### src/rtl/eeprom_pkg.sv
package eeprom_pkg;

    // 24C16 device type code, upper nibble of the control byte
    localparam logic [3:0] DEVICE_CODE = 4'b1010;

    localparam int ADDR_W  = 11;   // 2K bytes
    localparam int BLOCK_W = 3;    // 256-byte blocks, carried in the control byte

    // commands the sequencer hands to the bit engine
    typedef enum logic [1:0] {
        CMD_START,   // start or repeated start, one scl period
        CMD_WRITE,   // 8 bits out, slave ack in
        CMD_READ,    // 8 bits in, master ack/nack out
        CMD_STOP     // stop, releases the bus
    } bit_cmd_t;

endpackage

### src/rtl/i2c_bit_if.sv
`timescale 1ns/1ps

interface i2c_bit_if;

    eeprom_pkg::bit_cmd_t cmd;
    logic                 cmd_valid;   // one cycle, only while engine idle
    logic [7:0]           tx_byte;
    logic                 tx_nack;     // ack bit sent after a read
    logic [7:0]           rx_byte;
    logic                 rx_ack;      // high when slave pulled sda low
    logic                 done;        // one pulse per command

    modport master (
        output cmd,
        output cmd_valid,
        output tx_byte,
        output tx_nack,
        input  rx_byte,
        input  rx_ack,
        input  done
    );

    modport engine (
        input  cmd,
        input  cmd_valid,
        input  tx_byte,
        input  tx_nack,
        output rx_byte,
        output rx_ack,
        output done
    );

endinterface

### src/rtl/i2c_bit_engine.sv
`timescale 1ns/1ps

module i2c_bit_engine #(
    parameter int CLK_DIV = 2
) (
    input  logic      CLK,
    input  logic      RESET,
    input  logic      sda_in,
    output logic      scl,
    output logic      sda_out,
    output logic      sda_oe,
    i2c_bit_if.engine bus
);

    localparam int QW = (CLK_DIV > 1) ? $clog2(CLK_DIV) : 1;

    eeprom_pkg::bit_cmd_t cur_cmd;
    logic                 active;
    logic [QW-1:0]        q_cnt;
    logic [1:0]           phase;
    logic [3:0]           bit_cnt;
    logic [7:0]           sh_reg;
    logic                 nack_r;
    logic                 q_last;
    logic                 ack_slot;
    logic                 last_bit;

    assign q_last   = (q_cnt == QW'(CLK_DIV - 1));
    assign ack_slot = (bit_cnt == 4'd8);   // ninth bit of a byte

    // start and stop are a single scl period
    assign last_bit = ack_slot
                      || (cur_cmd == eeprom_pkg::CMD_START)
                      || (cur_cmd == eeprom_pkg::CMD_STOP);

    assign bus.rx_byte = sh_reg;

    always_ff @(posedge CLK)
    begin
        if (RESET)
        begin
            active     <= 1'b0;
            cur_cmd    <= eeprom_pkg::CMD_STOP;   // idle looks like the tail of a stop
            q_cnt      <= '0;
            phase      <= 2'd3;
            bit_cnt    <= '0;
            bus.done   <= 1'b0;
            bus.rx_ack <= 1'b0;
        end
        else
        begin
            bus.done <= 1'b0;
            if (!active)
            begin
                if (bus.cmd_valid)
                begin
                    active  <= 1'b1;
                    cur_cmd <= bus.cmd;
                    q_cnt   <= '0;
                    phase   <= 2'd0;
                    bit_cnt <= '0;
                end
            end
            else if (q_last)
            begin
                q_cnt <= '0;
                phase <= phase + 2'd1;   // wraps 3 -> 0
                if (phase == 2'd2 && ack_slot && cur_cmd == eeprom_pkg::CMD_WRITE)
                    bus.rx_ack <= ~sda_in;   // slave acks by pulling low
                if (phase == 2'd3)
                begin
                    if (last_bit)
                    begin
                        active   <= 1'b0;
                        phase    <= 2'd3;   // hold outputs of the last quarter
                        bus.done <= 1'b1;
                    end
                    else
                    begin
                        bit_cnt <= bit_cnt + 4'd1;
                    end
                end
            end
            else
            begin
                q_cnt <= q_cnt + QW'(1);
            end
        end
    end

    // shift register, msb first
    always_ff @(posedge CLK)
    begin
        if (!active && bus.cmd_valid)
        begin
            sh_reg <= bus.tx_byte;
            nack_r <= bus.tx_nack;
        end
        else if (active && q_last && !ack_slot)
        begin
            if (phase == 2'd2 && cur_cmd == eeprom_pkg::CMD_READ)
                sh_reg <= {sh_reg[6:0], sda_in};   // middle of scl high
            else if (phase == 2'd3 && cur_cmd == eeprom_pkg::CMD_WRITE)
                sh_reg <= {sh_reg[6:0], 1'b0};     // next bit goes out while scl low
        end
    end

    // scl low, high, high, low per bit; sda moves only at quarter 0
    always_comb
    begin
        scl     = (phase == 2'd1) || (phase == 2'd2);
        sda_oe  = 1'b1;
        sda_out = 1'b1;
        case (cur_cmd)
            eeprom_pkg::CMD_START:
            begin
                sda_out = (phase < 2'd2);   // falls with scl high
            end
            eeprom_pkg::CMD_STOP:
            begin
                scl     = (phase != 2'd0);
                sda_out = (phase >= 2'd2);   // rises with scl high
                sda_oe  = (phase != 2'd3);   // let go once the line is high
            end
            eeprom_pkg::CMD_WRITE:
            begin
                if (ack_slot)
                    sda_oe = 1'b0;   // slave drives the ack
                else
                    sda_out = sh_reg[7];
            end
            default:
            begin
                if (ack_slot)
                    sda_out = nack_r;
                else
                    sda_oe = 1'b0;   // slave drives data
            end
        endcase
    end

endmodule

### src/rtl/eeprom_sequencer.sv
`timescale 1ns/1ps

module eeprom_sequencer (
    input  logic                          CLK,
    input  logic                          RESET,
    input  logic                          wr,
    input  logic                          rd,
    input  logic [eeprom_pkg::ADDR_W-1:0] addr,
    input  logic [7:0]                    wr_data,
    output logic [7:0]                    rd_data,
    output logic                          ack,
    output logic                          nack_err,
    output logic                          busy,
    i2c_bit_if.master                     bus
);

    typedef enum logic [3:0] {
        S_IDLE,
        S_START,
        S_CTRL_W,
        S_ADDR,
        S_DATA_W,
        S_RSTART,
        S_CTRL_R,
        S_DATA_R,
        S_STOP
    } seq_state_t;

    seq_state_t                    state;
    seq_state_t                    next_state;
    logic                          issued;       // command of this phase already sent
    logic                          op_rd;
    logic [eeprom_pkg::ADDR_W-1:0] addr_r;
    logic [7:0]                    data_r;
    logic [7:0]                    rd_buf;
    logic                          err_r;
    logic                          written_nack;
    logic [eeprom_pkg::BLOCK_W-1:0] block;

    assign block         = addr_r[eeprom_pkg::ADDR_W-1 -: eeprom_pkg::BLOCK_W];
    assign busy          = (state != S_IDLE);
    assign bus.cmd_valid = (state != S_IDLE) && !issued;

    // command and byte for the current phase
    always_comb
    begin
        bus.cmd     = eeprom_pkg::CMD_WRITE;
        bus.tx_byte = {eeprom_pkg::DEVICE_CODE, block, 1'b0};
        bus.tx_nack = 1'b0;
        case (state)
            S_START, S_RSTART:
                bus.cmd = eeprom_pkg::CMD_START;
            S_ADDR:
                bus.tx_byte = addr_r[7:0];
            S_DATA_W:
                bus.tx_byte = data_r;
            S_CTRL_R:
                bus.tx_byte = {eeprom_pkg::DEVICE_CODE, block, 1'b1};
            S_DATA_R:
            begin
                bus.cmd     = eeprom_pkg::CMD_READ;
                bus.tx_nack = 1'b1;   // single byte read ends with nack
            end
            S_STOP:
                bus.cmd = eeprom_pkg::CMD_STOP;
            default:
                bus.cmd = eeprom_pkg::CMD_WRITE;
        endcase
    end

    always_comb
    begin
        written_nack = !bus.rx_ack
                       && (state == S_CTRL_W || state == S_ADDR
                           || state == S_DATA_W || state == S_CTRL_R);
        case (state)
            S_START:  next_state = S_CTRL_W;
            S_CTRL_W: next_state = S_ADDR;
            S_ADDR:   next_state = op_rd ? S_RSTART : S_DATA_W;
            S_RSTART: next_state = S_CTRL_R;
            S_CTRL_R: next_state = S_DATA_R;
            S_DATA_W: next_state = S_STOP;
            S_DATA_R: next_state = S_STOP;
            default:  next_state = S_IDLE;
        endcase
        if (written_nack)
            next_state = S_STOP;   // abort, straight to stop
    end

    always_ff @(posedge CLK)
    begin
        if (RESET)
        begin
            state    <= S_IDLE;
            issued   <= 1'b0;
            ack      <= 1'b0;
            nack_err <= 1'b0;
            err_r    <= 1'b0;
            rd_data  <= '0;
        end
        else
        begin
            ack <= 1'b0;
            if (bus.cmd_valid)
                issued <= 1'b1;
            if (state == S_IDLE)
            begin
                if (wr || rd)
                begin
                    err_r <= 1'b0;
                    state <= S_START;
                end
            end
            else if (bus.done)
            begin
                issued <= 1'b0;
                state  <= next_state;
                if (written_nack)
                    err_r <= 1'b1;
                if (state == S_STOP)
                begin
                    ack      <= 1'b1;
                    nack_err <= err_r;
                    if (op_rd && !err_r)
                        rd_data <= rd_buf;
                end
            end
        end
    end

    // transaction payload
    always_ff @(posedge CLK)
    begin
        if (state == S_IDLE && (wr || rd))
        begin
            op_rd  <= !wr;   // wr wins
            addr_r <= addr;
            data_r <= wr_data;
        end
        if (state == S_DATA_R && bus.done)
            rd_buf <= bus.rx_byte;
    end

endmodule

### src/rtl/eeprom_ctrl_top.sv
`timescale 1ns/1ps

module eeprom_ctrl_top #(
    parameter int CLK_DIV = 2   // CLK cycles per quarter scl period
) (
    input  logic                          CLK,
    input  logic                          RESET,
    input  logic                          wr,
    input  logic                          rd,
    input  logic [eeprom_pkg::ADDR_W-1:0] addr,
    input  logic [7:0]                    wr_data,
    input  logic                          sda_in,
    output logic [7:0]                    rd_data,
    output logic                          ack,
    output logic                          nack_err,
    output logic                          busy,
    output logic                          scl,
    output logic                          sda_out,
    output logic                          sda_oe
);

    i2c_bit_if bit_bus ();

    eeprom_sequencer u_seq (
        .CLK      (CLK),
        .RESET    (RESET),
        .wr       (wr),
        .rd       (rd),
        .addr     (addr),
        .wr_data  (wr_data),
        .rd_data  (rd_data),
        .ack      (ack),
        .nack_err (nack_err),
        .busy     (busy),
        .bus      (bit_bus.master)
    );

    i2c_bit_engine #(
        .CLK_DIV (CLK_DIV)
    ) u_engine (
        .CLK     (CLK),
        .RESET   (RESET),
        .sda_in  (sda_in),
        .scl     (scl),
        .sda_out (sda_out),
        .sda_oe  (sda_oe),
        .bus     (bit_bus.engine)
    );

endmodule

### config.mk
export PLATFORM = sky130hd
export DESIGN_NAME = eeprom_ctrl_top
export DESIGN_NICKNAME = d
export VERILOG_FILES = /design/src/rtl/eeprom_pkg.sv /design/src/rtl/i2c_bit_if.sv /design/src/rtl/i2c_bit_engine.sv /design/src/rtl/eeprom_sequencer.sv /design/src/rtl/eeprom_ctrl_top.sv
export SDC_FILE = /design/constraint.sdc
export NUM_CORES = 1
export LEC_CHECK = 0
export BUFFER_PORTS_ARGS = -buffer_cell sky130_fd_sc_hd__buf_2
export CELL_PAD_IN_SITES_DETAIL_PLACEMENT = 0
export CELL_PAD_IN_SITES_GLOBAL_PLACEMENT = 1
export CORE_ASPECT_RATIO = 1.4
export CORE_UTILIZATION = 45
export DETAILED_ROUTE_END_ITERATION = 6
export PLACE_DENSITY = 0.82
export SLEW_MARGIN = 25
export SYNTH_ARGS = -nofsm -noshare
export SYNTH_HDL_FRONTEND = slang
export SYNTH_SLANG_ARGS = --single-unit
### constraint.sdc
create_clock -name CLK -period 2.6 [get_ports CLK]
set_clock_uncertainty 0.05 [all_clocks]
set_input_delay 0.52 -clock CLK [delete_from_list [all_inputs] [get_ports CLK]]
set_output_delay 0.52 -clock CLK [all_outputs]
set_load 0.005 [all_outputs]
# [After elaboration in Yosys (flattened, before gate mapping)]
# Index checks and enable logic that the tools add are counted.
[word_totals] inputBits=24 output_inout_bits=14 reg_bits=65 wordCells=144
[op_classes] n_addsub=3 n_reduce_logical=47 eq_ne=20 n_lt_le_gt_ge=2 bitwise_logic=6 mux=47
[op_table] cell="2-to-1 mux 4 bit" count=9
[op_table] cell="2-to-1 mux 8 bit" count=4
[op_table] cell="2-to-1 mux 1 bit" count=24
[op_table] cell="case mux 4 bit (6 select lines)" count=1
[op_table] cell="case mux 8 bit (3 select lines)" count=1
[op_table] cell="equality test 4 x 3 -> 1 bit, second input constant" count=4
[op_table] cell="logical AND 1 bit" count=12
[op_table] cell="2-to-1 mux 2 bit" count=5
[op_table] cell="!= test 2 bit, second input constant" count=5
[op_table] cell="nonzero test 2 bit" count=5
[op_table] cell="AND reduction 3 bit" count=3
[op_table] cell="equality test 2 bit, second input constant" count=4
[op_table] cell="equality test 4 x 2 -> 1 bit, second input constant" count=2
[op_table] cell="equality test 4 bit, second input constant" count=2
[op_table] cell="AND reduction 2 bit" count=4
[op_table] cell="AND reduction 4 bit" count=2
[op_table] cell="logical OR 1 bit" count=7
[op_table] cell="zero test 1 bit" count=6
[op_table] cell="NOT 1 bit" count=6
[op_table] cell="case mux 1 bit (3 select lines)" count=2
[op_table] cell="case mux 2 bit (3 select lines)" count=1
[op_table] cell="adder 4 x 1 -> 4 bit, second input constant" count=1
[op_table] cell="equality test 2 x 1 -> 1 bit, second input constant" count=2
[op_table] cell="equality test 4 x 1 -> 1 bit, second input constant" count=1
[op_table] cell="11 further kinds" count=12

# [Depth between registers and ports, before layout]
# Gate-level depths: netlist of the first run.
[logic_depth] ltp_word=8 depth_mapped=6 ltp_nobuf=6

# [By module]
# Synthesis of the first run repeated with hierarchy kept, for this count alone.
[unflattened] cells_unflattened=272 hier_area_um2=2930.3
[by_module_without_submodules] module="eeprom_sequencer" seq_area_each_um2=1161.1 instances=1 cells_per_inst=153 area_per_inst_um2=1819.2
[by_module_without_submodules] module="i2c_bit_engine" seq_area_each_um2=510.5 instances=1 cells_per_inst=119 area_per_inst_um2=1111.1

# [Worst setup path before layout of the first run]
# OpenSTA, ideal clock, no wires.
[synth_timing] path_type="reg2reg" start="register u_seq.state[0]" end="register u_seq.state[0]" path_slack_ns=0.431 n_path_buf=0 required_time_ns=2.464 setup_time_ns=0.086 stages_incl_launch_ff=6 arrival_ns=2.033 synth_period_minus_slack_ns=2.169 cell_sequence="dfxtp_1 -> nor4_4 -> inv_1 -> nor2_1 -> nor3_1 -> a211oi_1"
[synth_between] elab_chain_cells=8 word_cells_on_any_way=20 classes_between="8 x eq/ne; 4 x mux; 8 x reduce/logical"
[synth_rtl] item="from (decl)" line="eeprom_sequencer.sv:29" rtl="seq_state_t state;"
[synth_rtl] item="from (signal assigned)" line="eeprom_sequencer.sv:117" rtl="state <= next_state;"
[synth_rtl] item="branches (longest 8 deep; another with case mux 4 bit (6 select lines))"
# Several ways; the timed one is not identified. The select of a mux whose other input is x is not followed.
# A chain may end at the register's enable or synchronous reset.

# [Worst setup path in the final report of the first run]
[layout_timing] start="register u_engine.bit_cnt[0]" end="output sda_out"
[layout_between] elab_chain_cells=3 word_cells_on_any_way=4 classes_between="1 x eq/ne; 3 x mux"
[layout_rtl] item="from (decl)" line="i2c_bit_engine.sv:21" rtl="logic [3:0] bit_cnt;"
[layout_rtl] item="from (signal assigned)" line="i2c_bit_engine.sv:80" rtl="bit_cnt <= bit_cnt + 4'd1;"
[layout_rtl] item="equality test 4 bit (*)" line="i2c_bit_engine.sv:29" rtl="assign ack_slot = (bit_cnt == 4'd8);"
[layout_rtl] item="2-to-1 mux 1 bit, on equally long branches" line="i2c_bit_engine.sv:134, i2c_bit_engine.sv:127"
[layout_rtl] item="case mux 1 bit (3 select lines) (*)" line="i2c_bit_engine.sv:114" rtl="case (cur_cmd)"
[layout_rtl] item="to (decl)" line="eeprom_ctrl_top.sv:18" rtl="output logic sda_out,"
# Every way passes the cells marked *; elsewhere a longest branch is shown, timed or not.

==> results of run 1 <==
sequential cells by signal, indices dropped and copies added, names as in the netlist, 2 cells and up, named ones only:
name                  count
u_seq.rd_data             8
u_engine.bit_cnt          4
u_engine.phase            2
u_engine.bus.rx_byte      8
u_seq.state               4
u_engine.cur_cmd          2
u_seq.data_r              8
u_seq.addr_r             11
u_seq.rd_buf              8
layer usage:
layer  routed length [µm]  part of all wire  GRT usage
met2                 2390              0.49      0.264
met4                  112             0.023     0.0990
met5                    0                 0          0
met1                 2170              0.44      0.214
met3                  235             0.048     0.0471
where the power goes:
group          total, mW  switching [mW]  internal [mW]
Combinational      0.187           0.110         0.0762
Sequential          1.19          0.0328           1.16
Clock              0.961           0.392          0.569
Total               2.34           0.536           1.80
worst min path at each step:
stage                                  from         endpoint  slack (ns)  cells past startpoint
finish                              addr[9]  u_seq.addr_r[9]        0.30                      1
global placement    u_engine.bus.rx_byte[4]  u_seq.rd_buf[4]        0.38                      0
CTS                                 addr[9]  u_seq.addr_r[9]        0.28                      1
detailed placement  u_engine.bus.rx_byte[5]  u_seq.rd_buf[5]        0.38                      0
global route                        addr[1]  u_seq.addr_r[1]        0.28                      1
floorplan           u_engine.bus.rx_byte[7]  u_seq.rd_buf[7]        0.37                      0
logic make-up after synthesis:
kind of cell,Yosys count,synth area share
flops,65,0.605
compound gates,43,0.104
xor+xnor,4,0.0127
fa+ha+maj,5,0.0227
simple gates,95,0.188
buf+inv,22,0.0344
mux,9,0.0331
Yosys cell counts, drive strengths merged (4+ instances only):
| cell type | instances |
|---|---|
| a21oi | 9 |
| a22oi | 5 |
| a31oi | 6 |
| and2 | 4 |
| buf | 6 |
| clkbuf | 8 |
| dfxtp | 28 |
| edfxtp | 37 |
| ha | 5 |
| inv | 8 |
| mux2i | 8 |
| nand2 | 15 |
| nand2b | 6 |
| nand3 | 5 |
| nand4 | 4 |
| nor2 | 31 |
| nor2b | 6 |
| nor3 | 7 |
| o21ai | 5 |
| o31ai | 4 |
worst max-delay path, stage by stage, from the launching register on:
cell and delay, ns:
dfxtp_1 0.36, inv_1 0.07, ha_1 0.21, and3b_1 0.24
o311ai_0 0.27, o21ai_0 0.13, buf_2 0.14
through the flow:
step                 util  std cells  total power [mW]  hold WS, ns  setup WS, ns
global route        0.553        360              2.44        0.279         0.105
global placement    0.513        344              1.40        0.382         0.372
finish              0.553        360              2.34        0.296         0.268
detailed placement  0.514        344              1.40        0.384         0.609
floorplan               -        243              1.33        0.372         0.431
CTS                 0.553        360              2.36        0.284         0.233
layout make-up:
class / instances / area share
multi-input cells: 156 / 0.307
well taps: 70 / 0.0268
clock buffers: 10 / 0.0422
repair buffers: 45 / 0.0751
clock inverters: 6 / 0.0276
flip-flops and latches: 65 / 0.512
inverters: 8 / 0.00920
==> out/qor.txt, run 1 <==
average wire per standard cell -> 13.6 µm
Syn Inst Count -> 243
syn_nets -> 272
Peak VDD IR -> 431 µV
die extent in x -> 68.2 µm
# IOs -> 38
f_max -> 429 MHz
Fin Setup TNS -> 0 ns
Synth async-reset ratio -> 0
Max Cap Violations -> 0
vias in the first global route -> 1654
yosys warns -> 0
CP Capture Type -> output pin
Min-Delay Path Class -> in -> reg
multi-input logic area -> 1000 µm²
Seq cells post-synth -> 65
DR pass1 iterations -> 4
clk root buf -> clkbuf_8
layout cell share with drive strength beyond 1 -> 0.245
Critical R2R Capture -> u_engine.bus.rx_byte[0]
clock latency on the worst-skew pair -> 0.34 ns
status -> complete, no violations
CTS clk-pin slew, worst paths -> 0.08 ns
first-pass GRT wire length -> 7920 µm
Synth area leaders -> edfxtp_1 (40%), dfxtp_1 (20%), nor2_1 (4.2%), mux2i_1 (2.9%), ha_1 (2.3%)
final wirelength -> 4900 µm
RSZ-0062 raised after global routing -> no
Worst Reg-to-Reg Cells -> 4
max_slew headroom -> 0.508
die area -> 6460 µm²
register area -> 1670 µm²
antenna violations before repair -> 0
Synth top area share -> 0.402
grt ovf -> 0
synthesized area -> 2760 µm²
initial DRC count -> 76
antenna cells -> 0
EDFF count, synth -> 37
clock tree buffer depth -> 2
number of buffers created by CTS -> 9
top_reg_cell synth -> edfxtp_1
Die Y -> 94.7 µm
Critical Path AT -> 1.76 ns
fin. max-slew vios -> 0
CTS tree -> built
CTS Sinks -> 65
Final period util -> 0.897
minimum clock period -> 2.33 ns
most frequent cells in the layout -> buf_2 (37), edfxtp_1 (37), nor2_1 (30)
Post-CTS Hold Buffers -> 0
Post-CTS Setup Bufs -> 0
Total GRT Usage -> 0.172
Critical Path RT -> 2.03 ns
Placer Congestion -> 0.807
hpwl dp -> 3440 µm
core area -> 5900 µm²
number of nets with antenna violations after routing -> 0
P&R area growth vs syn -> 18.2%
Max H-tree Level -> 3
Fillers -> 519
port bufs -> 37
Yosys cell types -> 52
row count -> 33
largest net degree at the start of global routing -> 28
Worst R2R Start -> u_engine.bit_cnt[0]
transition time of the tightest slew-check pin -> 0.734 ns
LEAKAGE -> 1.31 nW
R2R Setup Slk -> 0.63 ns
crit path launch type -> flip-flop
Post-Syn Area per Cell -> 11.4 µm²
Via Count -> 1887
critical path endpoint -> sda_out
placed instance area -> 3040 µm²
DRC -> 0
Setup CP Type -> reg -> out
Yosys top cell by area -> edfxtp_1
Pwr Density -> 716 nW/µm²
vias per inst -> 5.24
Non-Filler Cell Area, Final -> 3260 µm²
Critical Path Fanout Max -> 4
Starting Density -> 0.468
Nets -> 314
Final Hold Fails -> 0
sequential share of the synthesized area -> 0.605
cts repair resizes -> 0
Finish-stage setup viols -> 0
Setup crit start -> u_engine.bit_cnt[0]
No activity file was read; power rests on OpenSTA's default activity.
==> run 2, diff against run 1 <==
--- a/config.mk
+++ b/config.mk
@@ -9,9 +9,9 @@
 export CELL_PAD_IN_SITES_DETAIL_PLACEMENT = 0
 export CELL_PAD_IN_SITES_GLOBAL_PLACEMENT = 1
 export CORE_ASPECT_RATIO = 1.4
-export CORE_UTILIZATION = 45
+export CORE_UTILIZATION = 40
 export DETAILED_ROUTE_END_ITERATION = 6
-export PLACE_DENSITY = 0.82
+export PLACE_DENSITY = 0.77
 export SLEW_MARGIN = 25
 export SYNTH_ARGS = -nofsm -noshare
 export SYNTH_HDL_FRONTEND = slang
==> constraint.sdc (replaced) <==
create_clock -name CLK -period 2 [get_ports CLK]
set_clock_uncertainty 0.05 [all_clocks]
set_input_delay 0.4 -clock CLK [delete_from_list [all_inputs] [get_ports CLK]]
set_output_delay 0.4 -clock CLK [all_outputs]
set_load 0.005 [all_outputs]
==> out/qor.txt, run 2 (same netlist as run 1, synthesis figures left out) <==
die area -> 7240 µm²
Total GRT Usage -> 0.166
Min-Delay Path Class -> in -> reg
clock latency on the worst-skew pair -> 0.35 ns
antenna violations before repair -> 0
most frequent cells in the layout -> buf_2 (37), edfxtp_1 (37), nor2_1 (30)
crit path launch type -> flip-flop
# IOs -> 38
Max H-tree Level -> 3
DR pass1 iterations -> 4
DP Cell Count -> 370
clk root buf -> clkbuf_8
die extent in x -> 72.2 µm
Critical Path AT -> 1.52 ns
first-pass GRT wire length -> 8940 µm
grt ovf -> 0
routing usage on met1 -> 0.205
placed instance area -> 3100 µm²
Critical Path RT -> 1.55 ns
layout cell share with drive strength beyond 1 -> 0.293
hpwl dp -> 3650 µm
antenna cells -> 0
GRT met3 Usage -> 0.0422
Final period util -> 0.983
core area -> 6610 µm²
f_max -> 508 MHz
Worst path slowest cell -> dfxtp_1
CTS tree -> built
final wirelength -> 5250 µm
average wire per standard cell -> 13.4 µm
max_slew headroom -> 0.657
vias in the first global route -> 1850
Via Count -> 1943
Final Hold Fails -> 0
Critical Path Fanout Max -> 4
DRC -> 0
port bufs -> 37
fin. max-slew vios -> 0
Fillers -> 602
Die Y -> 100 µm
vias per inst -> 4.96
CTS Sinks -> 65
max reg flops -> 11
Pwr Density -> 925 nW/µm²
Starting Density -> 0.418
Nets -> 324
Non-Filler Cell Area, Final -> 3420 µm²
minimum clock period -> 1.97 ns
initial DRC count -> 137
RSZ-0062 raised after global routing -> yes
clock tree buffer depth -> 2
CTS clk-pin slew, worst paths -> 0.08 ns
Peak VDD IR -> 658 µV
GRT Max-Usage Layer -> met2
Max Cap Violations -> 0
GR Util met2 -> 0.265
status -> complete, no violations
row count -> 35
number of buffers created by CTS -> 9
LEAKAGE -> 1.38 nW
transition time of the tightest slew-check pin -> 0.515 ns
final non-filler cell total -> 392
Finish-stage setup viols -> 0
CP max stage delay -> 0.39 ns
Setup CP Type -> reg -> out
Placer Congestion -> 0.740
largest reg by FF count -> u_seq.addr_r
CP Cell Sequence -> inv_1, ha_1, nor2_1, nand2_1, o311ai_2, o21ai_1, buf_2
P&R area growth vs syn -> 23.7%
CP Capture Type -> output pin
largest net degree at the start of global routing -> 28
number of nets with antenna violations after routing -> 0
## run 2: cell count changes in the layout (fill, tap and decap cells not counted), sizes merged
| cell | before | now |
|---|---|---|
| buf | 45 | 55 |
| bufinv | 2 | 3 |
| clkinv | 2 | 1 |
## run 2: critical path: cells and delay by family, from the launching register on
kind                     cells  cell delay (ns)
adder cells (fa/ha/maj)      1             0.23
buffers and inverters        2             0.21
flip-flops                   1             0.39
AO/OA/AOI/OAI                2             0.17
AND/OR/NAND/NOR              2             0.18
## run 2: path summary, 6_finish.rpt
path | startpoint | endpoint | slack (ns) | depth (start not counted)
worst max-delay path | u_engine.phase[0] | sda_out | 0.03 | 7
worst min-delay path | addr[8] | u_seq.addr_r[8] | 0.17 | 1
worst max register to register | u_engine.bit_cnt[0] | u_engine.bus.rx_byte[5] | 0.18 | 7
worst min register to register | u_engine.bus.rx_byte[4] | u_seq.rd_buf[4] | 0.41 | 0
## run 2: layout make-up
type | count | area (µm²) | area share
sequential | 65 | 1680 | 0.491
tap | 92 | 115 | 0.0337
clock buffer | 10 | 128 | 0.0374
timing repair buffer | 55 | 333 | 0.0974
multi-input combinational | 156 | 1020 | 0.298
inverter | 8 | 30.0 | 0.00879
clock inverter | 6 | 115 | 0.0337
## run 2: metal layers
metal	routed length [µm]	up-vias	part of all wire
met5	0	-	0
met4	70	0	0.013
met3	207	8	0.039
met2	2610	42	0.50
met1	2360	906	0.45
li1	-	987	-
## run 2: power by group
group | switching [mW] | internal, mW | leakage [nW]
Combinational | 0.144 | 0.117 | 0.680
Clock | 0.509 | 0.834 | 0.117
Sequential | 0.0501 | 1.50 | 0.579
Total | 0.703 | 2.46 | 1.38
## run 2: stage by stage
step                setup TNS, ns  power [mW]  setup slack [ns]  hold slack [ns]  utilization
global placement                0        1.83             0.183            0.385        0.469
CTS                       -0.0214        3.19           -0.0214            0.161        0.514
global route              -0.0840        3.29           -0.0840            0.156        0.517
floorplan                       0        1.73            0.0298            0.372            -
detailed placement              0        1.84             0.142            0.390        0.469
finish                          0        3.16            0.0333            0.173        0.517
## run 2: repair_timing
| action | CTS | global route |
|---|---|---|
| buffers inserted | 4 | 2 |
| gates resized for setup | 9 | 3 |
| setup endpoints to repair | 2 | 2 |
| hold buffers | 0 | 0 |
| pin swaps | 2 | 2 |
==> run 3, diff against run 2 <==
--- a/config.mk
+++ b/config.mk
@@ -5,6 +5,7 @@
 export SDC_FILE = /design/constraint.sdc
 export NUM_CORES = 1
 export LEC_CHECK = 0
+export ABC_CLOCK_PERIOD_IN_PS = 2000
 export BUFFER_PORTS_ARGS = -buffer_cell sky130_fd_sc_hd__buf_2
 export CELL_PAD_IN_SITES_DETAIL_PLACEMENT = 0
 export CELL_PAD_IN_SITES_GLOBAL_PLACEMENT = 1
==> constraint.sdc (replaced) <==
create_clock -name CLK -period 2 [get_ports CLK]
set_clock_uncertainty 0.05 [all_clocks]
set_input_delay 0 -clock CLK [delete_from_list [all_inputs] [get_ports CLK]]
set_output_delay 0 -clock CLK [all_outputs]
set_load 0.005 [all_outputs]
==> out/qor.txt, run 3 (same netlist as run 1, synthesis figures left out) <==
Starting Density -> 0.418
hpwl dp -> 3710 µm
Setup crit start -> u_engine.phase[0]
DRC -> 0
Final Hold Fails -> 0
CP max stage delay -> 0.65 ns
DR pass1 iterations -> 4
vias per inst -> 4.92
largest net degree at the start of global routing -> 28
status -> complete, no violations
critical path's top delay family -> compound AO/OA/AOI/OAI gates
row count -> 35
number of buffers created by CTS -> 9
Levels on crit path -> 6
clk root buf -> clkbuf_8
Min-Delay Path Class -> in -> reg
Die Y -> 100 µm
clock tree buffer depth -> 2
LEAKAGE -> 1.48 nW
total power -> 3.11 mW
register area -> 1670 µm²
Non-Filler Cell Area, Final -> 3640 µm²
initial DRC count -> 129
Net Sw Power -> 0.733 mW
Max Cap Violations -> 0
Pwr Density -> 855 nW/µm²
Layout Utilization -> 0.550
layout cell share with drive strength beyond 1 -> 0.268
Critical Path RT -> 1.93 ns
P&R area growth vs syn -> 31.8%
R2R Setup Slk -> 0.12 ns
Setup CP Type -> reg -> reg
RSZ-0062 raised after global routing -> no
vias in the first global route -> 1970
Flop pwr share -> 0.493
Total GRT Usage -> 0.172
Final period util -> 0.942
core area -> 6610 µm²
Critical Path Fanout Max -> 8
Via Count -> 2066
CTS clk-pin slew, worst paths -> 0.07 ns
antenna cells -> 0
Nets -> 352
die area -> 7240 µm²
final wirelength -> 5560 µm
crit path launch type -> flip-flop
sw frac -> 0.235
Worst Reg-to-Reg Cells -> 6
die extent in x -> 72.2 µm
minimum clock period -> 1.88 ns
Placer Congestion -> 0.783
max_slew headroom -> 0.503
Buffers & Inverters on Critical Path -> 1
Post-CTS Setup Bufs -> 0
grt ovf -> 0
placed instance area -> 3200 µm²
Worst path slowest cell -> o31ai_2
most frequent cells in the layout -> buf_2 (37), edfxtp_1 (37), nor2_1 (30)
combinational power share -> 0.111
critical path endpoint -> u_engine.bus.rx_byte[4]
largest reg by FF count -> u_seq.addr_r
port bufs -> 37
fin worst setup slack -> 0.117 ns
transition time of the tightest slew-check pin -> 0.740 ns
Fillers -> 561
# IOs -> 38
CTS Sinks -> 65
fin. max-slew vios -> 0
Clock power frac -> 0.396
Place WS -> 0.107 ns
Finish-stage setup viols -> 0
CP Cell Sequence -> inv_1, ha_1, nand2_1, nor2_1, a21oi_1, o31ai_2
average wire per standard cell -> 13.2 µm
Worst R2R Start -> u_engine.phase[0]
Critical Path AT -> 1.81 ns
number of nets with antenna violations after routing -> 0
multi-input logic area -> 1010 µm²
CTS tree -> built
CP Capture Type -> flip-flop
Critical R2R Capture -> u_engine.bus.rx_byte[4]
max reg flops -> 11
Fin Setup TNS -> 0 ns
first-pass GRT wire length -> 9250 µm
f_max -> 531 MHz
Max H-tree Level -> 3
P_int -> 2.38 mW
antenna violations before repair -> 0
clock latency on the worst-skew pair -> 0.34 ns
Peak VDD IR -> 520 µV
-- run 3: timing repair --
action / CTS / global route
hold buffers: 21 / 0
setup endpoints to repair: 0 / 2
endpoints found under the hold margin: 21 / 0
resized for setup: 0 / 2
-- run 3: per-layer routing --
metal | track usage | share of wire
met1 | 0.214 | 0.44
met2 | 0.259 | 0.49
met3 | 0.0552 | 0.047
met4 | 0.101 | 0.026
met5 | 0 | 0
-- run 3: how the worst min path moves through the flow --
stage,startpoint,end,slack (ns),depth (start not counted)
5_1_grt,RESET,u_seq.rd_data[3],0.08,2
4_1_cts,RESET,u_seq.rd_data[2],0.04,2
6_report,RESET,u_engine.bus.rx_ack,0.05,2
3_3_place_gp,addr[9],u_seq.addr_r[9],0.13,1
3_5_place_dp,addr[6],u_seq.addr_r[6],0.13,1
2_1_floorplan,addr[0],u_seq.addr_r[0],0.05,0
-- run 3: final cells by class --
| class | instances | share of cell area |
|---|---|---|
| sequential | 65 | 0.459 |
| multi-input combinational | 156 | 0.277 |
| timing repair buffer | 83 | 0.164 |
| clock buffer | 10 | 0.0351 |
| tap | 92 | 0.0316 |
| clock inverter | 6 | 0.0254 |
| inverter | 8 | 0.00825 |
-- run 3: stage by stage --
step           hold slack, ns  cells
6_report               0.0480    420
5_1_grt                0.0834    420
4_1_cts                0.0391    420
3_5_place_dp            0.128    383
3_3_place_gp            0.127    383
2_1_floorplan          0.0489    243
-- run 3: worst register-to-register path: stages, from the launching register on --
cell and delay [ns]:
dfxtp_1 0.31, inv_1 0.07, ha_1 0.17, nand2_1 0.07, nor2_1 0.12, a21oi_1 0.07
o31ai_2 0.65
-- run 3: power by group through the flow --
stage	Clock, mW	Sequential (mW)	Combinational (mW)
detailed placement	0	1.57	0.309
finish	1.23	1.54	0.346
floorplan	0	1.56	0.168
global placement	0	1.56	0.304
CTS	1.26	1.54	0.343
global route	1.32	1.54	0.384
